**config.mk**
```make
export PLATFORM = sky130hd
export DESIGN_NAME = divUnit
export DESIGN_NICKNAME = d
export VERILOG_FILES = /design/src/divPkg.sv /design/src/divCtrlIf.sv /design/src/divUnit.sv /design/src/respCreditGate.sv /design/src/divDatapath.sv /design/src/divControl.sv /design/src/stepCounter.sv /design/src/creditFifo.sv
export SDC_FILE = /design/constraint.sdc
export NUM_CORES = 1
export LEC_CHECK = 0
export BUFFER_PORTS_ARGS = -buffer_cell sky130_fd_sc_hd__buf_2
export CORE_MARGIN = 2
export CORE_UTILIZATION = 60
export DETAILED_ROUTE_END_ITERATION = 10
export PLACE_DENSITY = 0.87
export SYNTH_ARGS = -nofsm -noshare
export SYNTH_HDL_FRONTEND = slang
export SYNTH_SLANG_ARGS = --single-unit
export TNS_END_PERCENT = 20
```
**constraint.sdc**
```tcl
create_clock -name clk -period 8.41 [get_ports clk]
set_input_delay 1.2615 -clock clk [delete_from_list [all_inputs] [get_ports clk]]
set_output_delay 1.2615 -clock clk [all_outputs]
set_load 0.01 [all_outputs]
```
**src/divPkg.sv**
```systemverilog
package divPkg;

    // Operand and quotient width
    localparam int DATA_W = 32;

    // Step counter width, wide enough to count DATA_W iterations
    localparam int STEP_W = 6;

    // One queued division request
    typedef struct packed {
        logic [DATA_W-1:0] dividend;
        logic [DATA_W-1:0] divisor;
    } divReq_t;

    // One finished result, the quotient is meaningless when div0 is set
    typedef struct packed {
        logic [DATA_W-1:0] quot;
        logic              div0;
    } divResp_t;

    typedef enum logic [2:0] {
        IDLE,
        LOAD_DVD,
        LOAD_DVS,
        ITER,
        SIGN_FIX,
        PUSH
    } divState_t;

endpackage
```
**src/divCtrlIf.sv**
```systemverilog
interface divCtrlIf;

    // Strobes from the FSM, each one selects a single datapath action
    logic loadDvd;
    logic loadDvs;
    logic step;
    logic signFix;
    logic capture;

    // Status back from the datapath
    logic signsDiffer;

    modport ctrl (
        output loadDvd,
        output loadDvs,
        output step,
        output signFix,
        output capture,
        input  signsDiffer
    );

    modport dp (
        input  loadDvd,
        input  loadDvs,
        input  step,
        input  signFix,
        input  capture,
        output signsDiffer
    );

endinterface

```
**src/divUnit.sv**
```systemverilog
module divUnit #(
    parameter int REQ_DEPTH  = 2,
    parameter int RESP_DEPTH = 2
) (
    input  logic                      clk,
    input  logic                      arstN,
    input  logic                      reqValid,
    input  logic [divPkg::DATA_W-1:0] reqDividend,
    input  logic [divPkg::DATA_W-1:0] reqDivisor,
    output logic                      reqCredit,
    input  logic                      respCredit,
    output logic                      respValid,
    output logic [divPkg::DATA_W-1:0] respQuot,
    output logic                      respDiv0
);

    import divPkg::*;

    divReq_t  reqIn;
    divReq_t  reqHead;
    logic     reqHeadValid;
    logic     reqPop;
    divResp_t respIn;
    divResp_t respHead;
    logic     respPush;
    logic     respPop;
    logic     respFull;
    logic     stepClear;
    logic     stepEnable;
    logic     stepLast;

    logic [$clog2(RESP_DEPTH+1)-1:0] respCount;

    divCtrlIf ctrlBus ();

    assign reqIn.dividend = reqDividend;
    assign reqIn.divisor  = reqDivisor;
    assign respFull       = (respCount == RESP_DEPTH);
    assign respQuot       = respHead.quot;
    assign respDiv0       = respHead.div0;

    creditFifo #(.T(divReq_t), .DEPTH(REQ_DEPTH)) reqFifo (
        .clk(clk), .arstN(arstN), .pushValid(reqValid), .pushData(reqIn),
        .pop(reqPop), .popValid(reqHeadValid), .popData(reqHead),
        .creditReturn(reqCredit), .count()
    );

    divControl control (
        .clk(clk), .arstN(arstN), .reqValid(reqHeadValid), .reqPop(reqPop),
        .last(stepLast), .respFull(respFull), .respPush(respPush), .ctrl(ctrlBus),
        .stepClear(stepClear), .stepEnable(stepEnable)
    );

    stepCounter counter (
        .clk(clk), .arstN(arstN), .clear(stepClear), .enable(stepEnable), .last(stepLast)
    );

    divDatapath datapath (
        .clk(clk), .arstN(arstN), .reqData(reqHead), .dp(ctrlBus), .result(respIn)
    );

    creditFifo #(.T(divResp_t), .DEPTH(RESP_DEPTH)) respFifo (
        .clk(clk), .arstN(arstN), .pushValid(respPush), .pushData(respIn),
        .pop(respPop), .popValid(), .popData(respHead),
        .creditReturn(), .count(respCount)
    );

    respCreditGate #(.DEPTH(RESP_DEPTH)) respGate (
        .clk(clk), .arstN(arstN), .creditIn(respCredit), .queueCount(respCount),
        .pop(respPop), .respValid(respValid)
    );

endmodule

```
**src/respCreditGate.sv**
```systemverilog
module respCreditGate #(
    parameter int DEPTH = 2
) (
    input  logic                       clk,
    input  logic                       arstN,
    input  logic                       creditIn,
    input  logic [$clog2(DEPTH+1)-1:0] queueCount,
    output logic                       pop,
    output logic                       respValid
);

    // Headroom for credits granted ahead of queued results
    localparam int MARGIN     = 8;
    localparam int MAX_CREDIT = DEPTH + MARGIN;
    localparam int CRED_W     = $clog2(MAX_CREDIT + 1);

    logic [CRED_W-1:0] credits;

    always_ff @(posedge clk or negedge arstN) begin
        if (!arstN) begin
            credits <= '0;
        end else begin
            case ({creditIn, pop})
                2'b10:   credits <= credits + 1'b1;
                2'b01:   credits <= credits - 1'b1;
                default: credits <= credits;
            endcase
        end
    end

    // A result goes out as soon as both a credit and a queued entry exist
    assign pop       = (credits != '0) && (queueCount != '0);
    assign respValid = pop;

    assert property (@(posedge clk) disable iff (!arstN)
        (creditIn && !pop) |-> (credits < CRED_W'(MAX_CREDIT)));

endmodule

```
**src/divDatapath.sv**
```systemverilog
module divDatapath (
    input  logic             clk,
    input  logic             arstN,
    input  divPkg::divReq_t  reqData,
    divCtrlIf.dp             dp,
    output divPkg::divResp_t result
);

    import divPkg::*;

    logic [DATA_W-1:0] negIn;
    logic [DATA_W-1:0] negOut;
    logic [DATA_W-1:0] dvsReg;
    logic [DATA_W-1:0] quotReg;
    logic [DATA_W:0]   remReg;
    logic [DATA_W:0]   remShift;
    logic [DATA_W:0]   remNext;
    logic              dvdSign;
    logic              dvsSign;
    logic              div0Reg;
    divResp_t          resultReg;

    // One negator serves the dividend, then the divisor, then the quotient
    assign negIn  = dp.signFix ? quotReg : (dp.loadDvs ? dvsReg : reqData.dividend);
    assign negOut = ~negIn + 1'b1;

    // Next partial remainder of the non-restoring step
    assign remShift = {remReg[DATA_W-1:0], quotReg[DATA_W-1]};
    assign remNext  = remReg[DATA_W] ? remShift + {1'b0, dvsReg}
                                     : remShift - {1'b0, dvsReg};

    always_ff @(posedge clk or negedge arstN) begin
        if (!arstN) begin
            dvdSign <= 1'b0;
            dvsSign <= 1'b0;
            div0Reg <= 1'b0;
        end else if (dp.loadDvd) begin
            dvdSign <= reqData.dividend[DATA_W-1];
        end else if (dp.loadDvs) begin
            dvsSign <= dvsReg[DATA_W-1];
            div0Reg <= (dvsReg == '0);
        end
    end

    always_ff @(posedge clk) begin
        if (dp.loadDvd) begin
            // Divisor is held raw until the negator is free next cycle
            remReg  <= '0;
            quotReg <= reqData.dividend[DATA_W-1] ? negOut : reqData.dividend;
            dvsReg  <= reqData.divisor;
        end else if (dp.loadDvs) begin
            dvsReg <= dvsReg[DATA_W-1] ? negOut : dvsReg;
        end else if (dp.step) begin
            // A non-negative new remainder means this quotient bit is one
            remReg  <= remNext;
            quotReg <= {quotReg[DATA_W-2:0], ~remNext[DATA_W]};
        end
    end

    always_ff @(posedge clk) begin
        if (dp.capture) begin
            resultReg.quot <= dp.signFix ? negOut : quotReg;
            resultReg.div0 <= div0Reg;
        end
    end

    assign dp.signsDiffer = dvdSign ^ dvsSign;
    assign result         = resultReg;

    // The divisor fix-up relies on the FSM giving it the very next cycle
    assert property (@(posedge clk) disable iff (!arstN)
        dp.loadDvd |=> dp.loadDvs);

endmodule

```
**src/divControl.sv**
```systemverilog
module divControl (
    input  logic   clk,
    input  logic   arstN,
    input  logic   reqValid,
    output logic   reqPop,
    input  logic   last,
    input  logic   respFull,
    output logic   respPush,
    divCtrlIf.ctrl ctrl,
    output logic   stepClear,
    output logic   stepEnable
);

    import divPkg::*;

    divState_t state;
    divState_t stateNext;

    always_ff @(posedge clk or negedge arstN) begin
        if (!arstN) begin
            state <= IDLE;
        end else begin
            state <= stateNext;
        end
    end

    always_comb begin
        stateNext = state;
        case (state)
            IDLE: begin
                if (reqValid) begin
                    stateNext = LOAD_DVD;
                end
            end
            LOAD_DVD: stateNext = LOAD_DVS;
            LOAD_DVS: stateNext = ITER;
            ITER: begin
                if (last) begin
                    stateNext = SIGN_FIX;
                end
            end
            SIGN_FIX: stateNext = PUSH;
            PUSH: begin
                // Result queue back-pressure holds the whole unit here
                if (!respFull) begin
                    stateNext = IDLE;
                end
            end
            default: stateNext = IDLE;
        endcase
    end

    // The request leaves the queue while the dividend is latched
    assign reqPop       = (state == LOAD_DVD);
    assign ctrl.loadDvd = (state == LOAD_DVD);
    assign ctrl.loadDvs = (state == LOAD_DVS);
    assign stepClear    = (state == LOAD_DVS);
    assign ctrl.step    = (state == ITER);
    assign stepEnable   = (state == ITER);

    // The negator only takes the quotient when the signs call for it
    assign ctrl.signFix = (state == SIGN_FIX) && ctrl.signsDiffer;
    assign ctrl.capture = (state == SIGN_FIX);
    assign respPush     = (state == PUSH) && !respFull;

    // The counter has to end the iteration after exactly one step per bit
    assert property (@(posedge clk) disable iff (!arstN)
        (state == LOAD_DVS) |=> (state == ITER) [*DATA_W] ##1 (state == SIGN_FIX));

endmodule

```
**src/stepCounter.sv**
```systemverilog
module stepCounter (
    input  logic clk,
    input  logic arstN,
    input  logic clear,
    input  logic enable,
    output logic last
);

    import divPkg::*;

    logic [STEP_W-1:0] count;

    always_ff @(posedge clk or negedge arstN) begin
        if (!arstN) begin
            count <= '0;
        end else if (clear) begin
            count <= '0;
        end else if (enable) begin
            count <= count + 1'b1;
        end
    end

    // High during the final iteration, one per quotient bit
    assign last = (count == STEP_W'(DATA_W - 1));

    // Once the final step is taken no further step may come before a new job
    assert property (@(posedge clk) disable iff (!arstN)
        (enable && last) |=> (!enable until clear));

endmodule

```
**src/creditFifo.sv**
```systemverilog
module creditFifo #(
    parameter type T     = logic,
    parameter int  DEPTH = 2
) (
    input  logic                       clk,
    input  logic                       arstN,
    input  logic                       pushValid,
    input  T                           pushData,
    input  logic                       pop,
    output logic                       popValid,
    output T                           popData,
    output logic                       creditReturn,
    output logic [$clog2(DEPTH+1)-1:0] count
);

    localparam int PTR_W = (DEPTH > 1) ? $clog2(DEPTH) : 1;

    T                 mem [DEPTH];
    logic [PTR_W-1:0] wrPtr;
    logic [PTR_W-1:0] rdPtr;

    // Pointers wrap at DEPTH, which need not be a power of two
    function automatic logic [PTR_W-1:0] nextPtr(input logic [PTR_W-1:0] ptr);
        return (ptr == PTR_W'(DEPTH - 1)) ? '0 : ptr + 1'b1;
    endfunction

    always_ff @(posedge clk or negedge arstN) begin
        if (!arstN) begin
            wrPtr <= '0;
            rdPtr <= '0;
            count <= '0;
        end else begin
            if (pushValid) begin
                wrPtr <= nextPtr(wrPtr);
            end
            if (pop) begin
                rdPtr <= nextPtr(rdPtr);
            end
            case ({pushValid, pop})
                2'b10:   count <= count + 1'b1;
                2'b01:   count <= count - 1'b1;
                default: count <= count;
            endcase
        end
    end

    always_ff @(posedge clk) begin
        if (pushValid) begin
            mem[wrPtr] <= pushData;
        end
    end

    assign popValid = (count != '0);
    assign popData  = mem[rdPtr];

    // The slot frees on this edge, so its credit goes back in the same cycle
    assign creditReturn = pop & popValid;

    // The producer must respect its credits
    assert property (@(posedge clk) disable iff (!arstN)
        pushValid |-> (count < DEPTH));

    assert property (@(posedge clk) disable iff (!arstN)
        pop |-> popValid);

endmodule

```
## Word-level counts from Yosys, hierarchy flattened

Memories as Yosys holds them, arrays and structs flattened.
Index checks and enable logic that the tools add are counted.

| cells by class | value |
|---|---|
| eq/ne operators | 17 |
| muxes and demuxes | 28 |
| reduce and logical (&&, ||, !) cells | 21 |
| bitwise logic cells | 6 |
| add/sub/neg operators | 14 |

Operators with widths:

| kind | number |
|---|---|
| 2-to-1 mux 32 bit | 10 |
| adder 33 x 32 -> 33 bit | 1 |
| 2-to-1 mux 33 bit | 1 |
| subtractor 33 x 32 -> 33 bit | 1 |
| adder 32 x 1 -> 32 bit (second input constant) | 1 |
| logical NOT 32 bit | 1 |
| NOT 32 bit | 1 |
| one-hot mux 3 bit (6 select lines) | 1 |
| nonzero test 2 bit | 9 |
| 2-to-1 mux 6 bit | 2 |
| 2-to-1 mux 3 bit | 3 |
| == test 2 bit (second input constant) | 4 |
| 2-to-1 mux 1 bit | 8 |
| != test 2 bit (second input constant) | 4 |
| one-hot mux 2 bit (2 select lines) | 2 |
| one-hot mux 4 bit (2 select lines) | 1 |
| AND reduction 2 bit | 4 |
| adder 6 x 1 -> 6 bit (second input constant) | 1 |
| == test 2 x 1 -> 1 bit (second input constant) | 3 |
| == test 3 x 2 -> 1 bit (second input constant) | 2 |
| == test 3 bit (second input constant) | 2 |
| == test 6 x 5 -> 1 bit (second input constant) | 1 |
| adder 1 bit (second input constant) | 4 |
| adder 2 x 1 -> 2 bit (second input constant) | 2 |
| 12 further kinds | 17 |

| word-level totals | value |
|---|---|
| logic and storage cells | 106 |
| output and inout bits | 35 |
| bits in writable memories | 194 |
| memories | 2 |
| flip-flop bits (word level) | 154 |
| input port bits | 68 |

Memory list:

| name | depth | width | rd ports | clocked after memory_dff | write ports | line | text |
|---|---|---|---|---|---|---|---|
| reqFifo.mem | 2 | 64 | 1 | 0 | 1 | creditFifo.sv:18 | `T mem [DEPTH];` |
| respFifo.mem | 2 | 33 | 1 | 0 | 1 | creditFifo.sv:18 |  |

## Longest topological paths before layout

| logic depth | value |
|---|---|
| depth after elaboration | 8 |
| depth in mapped cells | 18 |
| mapped depth without buffers | 17 |

## Cells and area by module

From an unflattened synthesis, not the netlist that was laid out.

| second synthesis, totals | value |
|---|---|
| cells, all modules | 1450 |
| area, all modules | 17928.4 um^2 |

Modules (own cells, without submodules):

| module | sequential area each (um^2) | area each (um^2) | cells each | times used |
|---|---|---|---|---|
| divDatapath | 3648.5 | 9405.3 | 1038 | 1 |
| creditFifo (reqFifo) | 3943.8 | 5011.1 | 215 | 1 |
| creditFifo (respFifo) | 2082.0 | 2720.1 | 119 | 1 |
| respCreditGate | 100.1 | 282.8 | 26 | 1 |
| stepCounter | 150.1 | 281.5 | 27 | 1 |
| divControl | 75.1 | 214.0 | 24 | 1 |
| divUnit | 0.0 | 13.8 | 1 | 1 |

## Worst setup path before layout

OpenSTA, ideal clock, no wires.

| timing | value |
|---|---|
| kind | reg2reg |
| start | register control.state[0] |
| end | register datapath.quotReg[23], data pin |
| setup time | 0.261 ns |
| data required time | 8.149 ns |
| buffers on the path | 1 |
| clock period less this slack | 4.524 ns |
| arrival time | 4.263 ns |
| cell stages (with the launch flop) | 11 |
| path slack | 3.886 ns |
| cell sequence | dfrtp_1 > nor3b_2 > clkbuf_1 > a221oi_1 > a2111oi_0 > nand4b_1 > or2_2 > or2_4 > nor3_1 > mux2i_1 > nand3_1 |

| on the way | value |
|---|---|
| longest elaborated chain between the ends | 7 |
| elaborated cells on any way between the ends | 10 |
| classes of those cells | 1 x add/sub; 3 x eq/ne; 4 x mux; 1 x bitwise; 1 x reduce/logical |

Ends and longest elaborated chain:

| item | line | text |
|---|---|---|
| start: declaration | divControl.sv:16 | `divState_t state;` |
| start signal: assignment | divControl.sv:23 | `state <= stateNext;` |
| == test 3 x 2 -> 1 bit / == test 3 bit (equally long branches) | divControl.sv:56, divControl.sv:62 |  |
| 2-to-1 mux 32 bit / logical AND 1 bit (equally long branches) | divDatapath.sv:24, divControl.sv:62 |  |
| 2-to-1 mux 32 bit | divDatapath.sv:24 | `assign negIn = dp.signFix ? quotReg : (dp.loadDvs ? dvsReg : reqData.dividend);` |
| NOT 32 bit | divDatapath.sv:25 | `assign negOut = ~negIn + 1'b1;` |
| adder 32 x 1 -> 32 bit | divDatapath.sv:25 |  |
| 2-to-1 mux 32 bit | divDatapath.sv:49 | `quotReg <= reqData.dividend[DATA_W-1] ? negOut : reqData.dividend;` |
| 2-to-1 mux 32 bit * | divDatapath.sv:46 | `if (dp.loadDvd) begin` |
| end signal: assignment | divDatapath.sv:49 |  |
| end signal: assignment | divDatapath.sv:56 | `quotReg <= {quotReg[DATA_W-2:0], ~remNext[DATA_W]};` |
| end: declaration | divDatapath.sv:14 | `logic [DATA_W-1:0] quotReg;` |

Every way passes the cells marked *; elsewhere a longest branch is shown, timed or not.
A chain may end at the register's enable or synchronous reset.

## Worst setup path after layout

| timing | value |
|---|---|
| start | register datapath.dvsSign |
| end | register datapath.dvsReg[25], data pin |

| on the way | value |
|---|---|
| longest elaborated chain between the ends | 8 |

Ends and longest elaborated chain:

| item | line | text |
|---|---|---|
| start: declaration | divDatapath.sv:19 | `logic dvsSign;` |
| start signal: assignment | divDatapath.sv:40 | `dvsSign <= dvsReg[DATA_W-1];` |
| bitwise XOR 1 bit | divDatapath.sv:67 | `assign dp.signsDiffer = dvdSign ^ dvsSign;` |
| logical AND 1 bit | divControl.sv:62 | `assign ctrl.signFix = (state == SIGN_FIX) && ctrl.signsDiffer;` |
| 2-to-1 mux 32 bit | divDatapath.sv:24 |  |
| NOT 32 bit | divDatapath.sv:25 |  |
| adder 32 x 1 -> 32 bit | divDatapath.sv:25 |  |
| 2-to-1 mux 32 bit | divDatapath.sv:52 | `dvsReg <= dvsReg[DATA_W-1] ? negOut : dvsReg;` |
| 2-to-1 mux 32 bit | divDatapath.sv:51 | `end else if (dp.loadDvs) begin` |
| 2-to-1 mux 32 bit | divDatapath.sv:46 |  |
| end signal: assignment | divDatapath.sv:50 | `dvsReg <= reqData.divisor;` |
| end signal: assignment | divDatapath.sv:52 |  |
| end: declaration | divDatapath.sv:13 | `logic [DATA_W-1:0] dvsReg;` |

No other way between the ends. The select of a mux whose other input is x is not followed.

==> impl_metrics.toml <==
[die]
start_util_pct = 61.2
rows = 61
core-area_sq_mm = 0.0279
ios = 103
dieArea_sq_mm = 0.0298
die_w_um = 173
dieHeight_um = 173

[route]
detail-route-antenna-nets = 0
drc = 0
drt-wirelength-per-cell_um = 20.1
routed_via_density = 6.11
drt-total-wl_mm = 38.5
drt_iter0_drc = 1496
vias = 11700
firstDrtPassIters = 6

[outcome]
violations = "capacitance limit"
status = "finished, violations left"

[worst_hold_path]
worstHoldPathCells = 0
worstHoldStart = "datapath.result[6]"
worstHoldEndpoint = "respFifo.mem[1][6]"
min_path_type = "reg -> reg"

[setup_path]
regToRegSetupSlack_ps = 3220
cp_max_fo = 15
r2r_start = "datapath.dvsSign"
path_class = "reg -> reg"
endpoint_kind = "flip-flop"
required_ps = 8750
r2r_cells = 9
cp_data_arrival_time_ps = 5530
r2r-end = "datapath.dvsReg[25]"
start_kind = "flip-flop"

[sta]
worst_slack_ps = 3220
period_needed_ps = 5190
slew_headroom_pct = 1.16
skew_ps = 19.7
rsz0062_at_grt = "no"
fin_setup_tns_ps = 0
worstMarginPinSlew_ps = 1480
setup_viol = 0
min_period_over_period_pct = 61.7
fmax_mhz = 193
hold_violations = 0
slew_viol_final = 0

[cts]
clk_path_buf_depth = 3
hold_buffers = 0
cts_buffers = 36
cts_resized = 0
htreeDepth = 2
cts_tree = "built"
cts_root_buf = "clkbuf_16"
clk_pin_slew_ps = 60
clk_latency_ps = 530
cts_setup_buffers = 0
clkSinkCount = 348

[place]
post-place-ws_ps = 3550
dp_cells = 1850
dp_hpwl_mm = 26.4
gp_congestion = 0.951
numPortBuffers = 102

[synth]
yosys_warnings = 0
yosys.area_share.adder_pct = 3.17
synth_edf_count = 291
synth_compound_area_share_pct = 9.79
synth.mux.area_fraction_pct = 8.88
yosysSeqAreaShare_pct = 58.6
synth_xor_area_share_pct = 6.78
synthArstFlopShare_pct = 6.90
avgSynthCellArea_sq_um = 12.0
syn_area_sq_mm = 0.0171
ys_seq_elements = 348
synthFlopType = "edfxtp_1"
synth-simple-area-share_pct = 10.4
synth_nets = 1533
synth_top_family_by_area = "simple AND/OR/NAND/NOR gates"
synth.distinct_cells = 68
netlist_instances = 1423

[power]
internal-power_uw = 4990
comb_power_share_pct = 45.0
ir_drop_mv = 0.300
p_per_area_mw_per_mm2 = 438
finalPower_uw = 8380
switching_power_uw = 3390
clkPwrFrac_pct = 19.5
swShare_pct = 40.5
p_leak_uw = 0.00738
pwr-share-seq_pct = 35.4

[cells_and_area]
area_delta_synth_final_pct = 12.1
antenna_cells = 0
final_nets = 1620
final_cells = 1915
fin_util_pct = 68.6
drive_above_1_share_pct = 16.6

[grt]
grt_max_degree = 72
antenna_found_initial = 1
grt_pass1_wl_mm = 60.9
grt_usage_pct = 25.9
first_global_vias = 11200
gr-total-overflow = 0

[flow_run]
drv_cap = 1
## area by class of cell
cell class	count	area, sq um
timing repair buffer	118	631
multi-input combinational	977	6680
fill	1898	8740
inverter	29	109
clock inverter	24	302
sequential	348	10000
clock buffer	41	920
tap	378	473
## stage by stage
step	hold slack, ps	area [sq um]
2_1_floorplan	421	17100
3_3_place_gp	423	17900
3_5_place_dp	435	17900
4_1_cts	449	19100
5_1_grt	457	19100
6_report	448	19100
## per-layer routing
| layer | global-route usage [%] | routed length, um | share of wire (%) |
|---|---|---|---|
| met1 | 36.7 | 15600 | 40 |
| met2 | 39.2 | 17200 | 45 |
| met3 | 5.30 | 4070 | 11 |
| met4 | 11.0 | 1710 | 4.4 |
| met5 | 0 | 0 | 0 |
## worst max path at each step
stage                                  start                   end  slack (ps)
after floorplan             control.state[0]  datapath.quotReg[23]        3890
after global placement      datapath.dvsSign  datapath.quotReg[23]        3660
after detailed placement  datapath.dvsReg[6]   datapath.remReg[27]        3550
after CTS                 datapath.dvsReg[6]   datapath.remReg[27]        3450
after global routing      datapath.dvsReg[6]   datapath.remReg[27]        2840
final                       datapath.dvsSign   datapath.dvsReg[25]        3220
## critical path, cell delays in order (launching register included)
cell	delay, ps
dfrtp_1	400
xor2_1	1150
a221oi_1	380
a2111oi_0	940
nand4b_1	600
nor4_1	670
and4b_1	360
xor2_1	230
nand3_1	130
o21ai_0	150
## kinds of logic after synthesis
group	count (synthesis)
compound gates	288
xor+xnor	132
fa+ha+maj	42
buf+inv	98
flops	348
mux	142
simple gates	373
## power by group through the flow
| stage | Sequential [uW] | Clock, uW | Combinational, uW |
|---|---|---|---|
| floorplan | 2780 | 0 | 2890 |
| detailed placement | 2990 | 0 | 3680 |
| CTS | 2960 | 1650 | 3710 |
| global placement | 2960 | 0 | 3580 |
| finish | 2970 | 1640 | 3770 |
| global route | 3010 | 1720 | 4140 |
## cells in the mapped netlist, types with 10 or more instances
master	number	share of area, %
edfxtp_1	291	51
o21ai_0	115	3.4
nand2_1	113	2.5
nor2_1	107	2.4
xor2_1	82	4.2
a21oi_1	81	2.4
mux2i_1	73	4.3
mux2_2	66	4.4
xnor2_1	50	2.6
clkbuf_1	49	1.1
ha_1	40	2.9
nand3_1	40	1.2
dfxtp_1	33	3.9
inv_1	29	0.64
nor3_1	28	0.82
dfrtp_1	24	3.5
a21o_1	20	0.88
and3_1	14	0.51
nor4_1	12	0.44
a211oi_1	11	0.48
and2_1	11	0.40
o22ai_1	11	0.40
a31oi_1	10	0.37
## layout by cell type (no fill, tap or decap), types with 20 or more instances in the layout
master	n
nor3_1	28
mux2i_1	73
dfxtp_1	33
nand3_1	40
inv_1	29
nand2_1	112
clkbuf_16	36
a21oi_1	81
dfrtp_1	23
edfxtp_1	291
xnor2_1	50
xor2_1	82
nor2_1	104
o21ai_0	115
buf_2	102
ha_1	40
mux2_2	66
a21o_1	20
## sequential cells by signal (all words and copies together) (netlist names)
signal	cells
datapath.remReg	33
datapath.quotReg	32
respGate.credits	4
control.state	3
reqFifo.mem	128
reqFifo.rdPtr	1
datapath.dvdSign	1
reqFifo.wrPtr	1
datapath.result	33
respFifo.count	2
respFifo.wrPtr	1
respFifo.rdPtr	1
datapath.div0Reg	1
datapath.dvsReg	32
reqFifo.count	2
counter.count	6
datapath.dvsSign	1
respFifo.mem	66
Power figures use the tool's default switching activity.
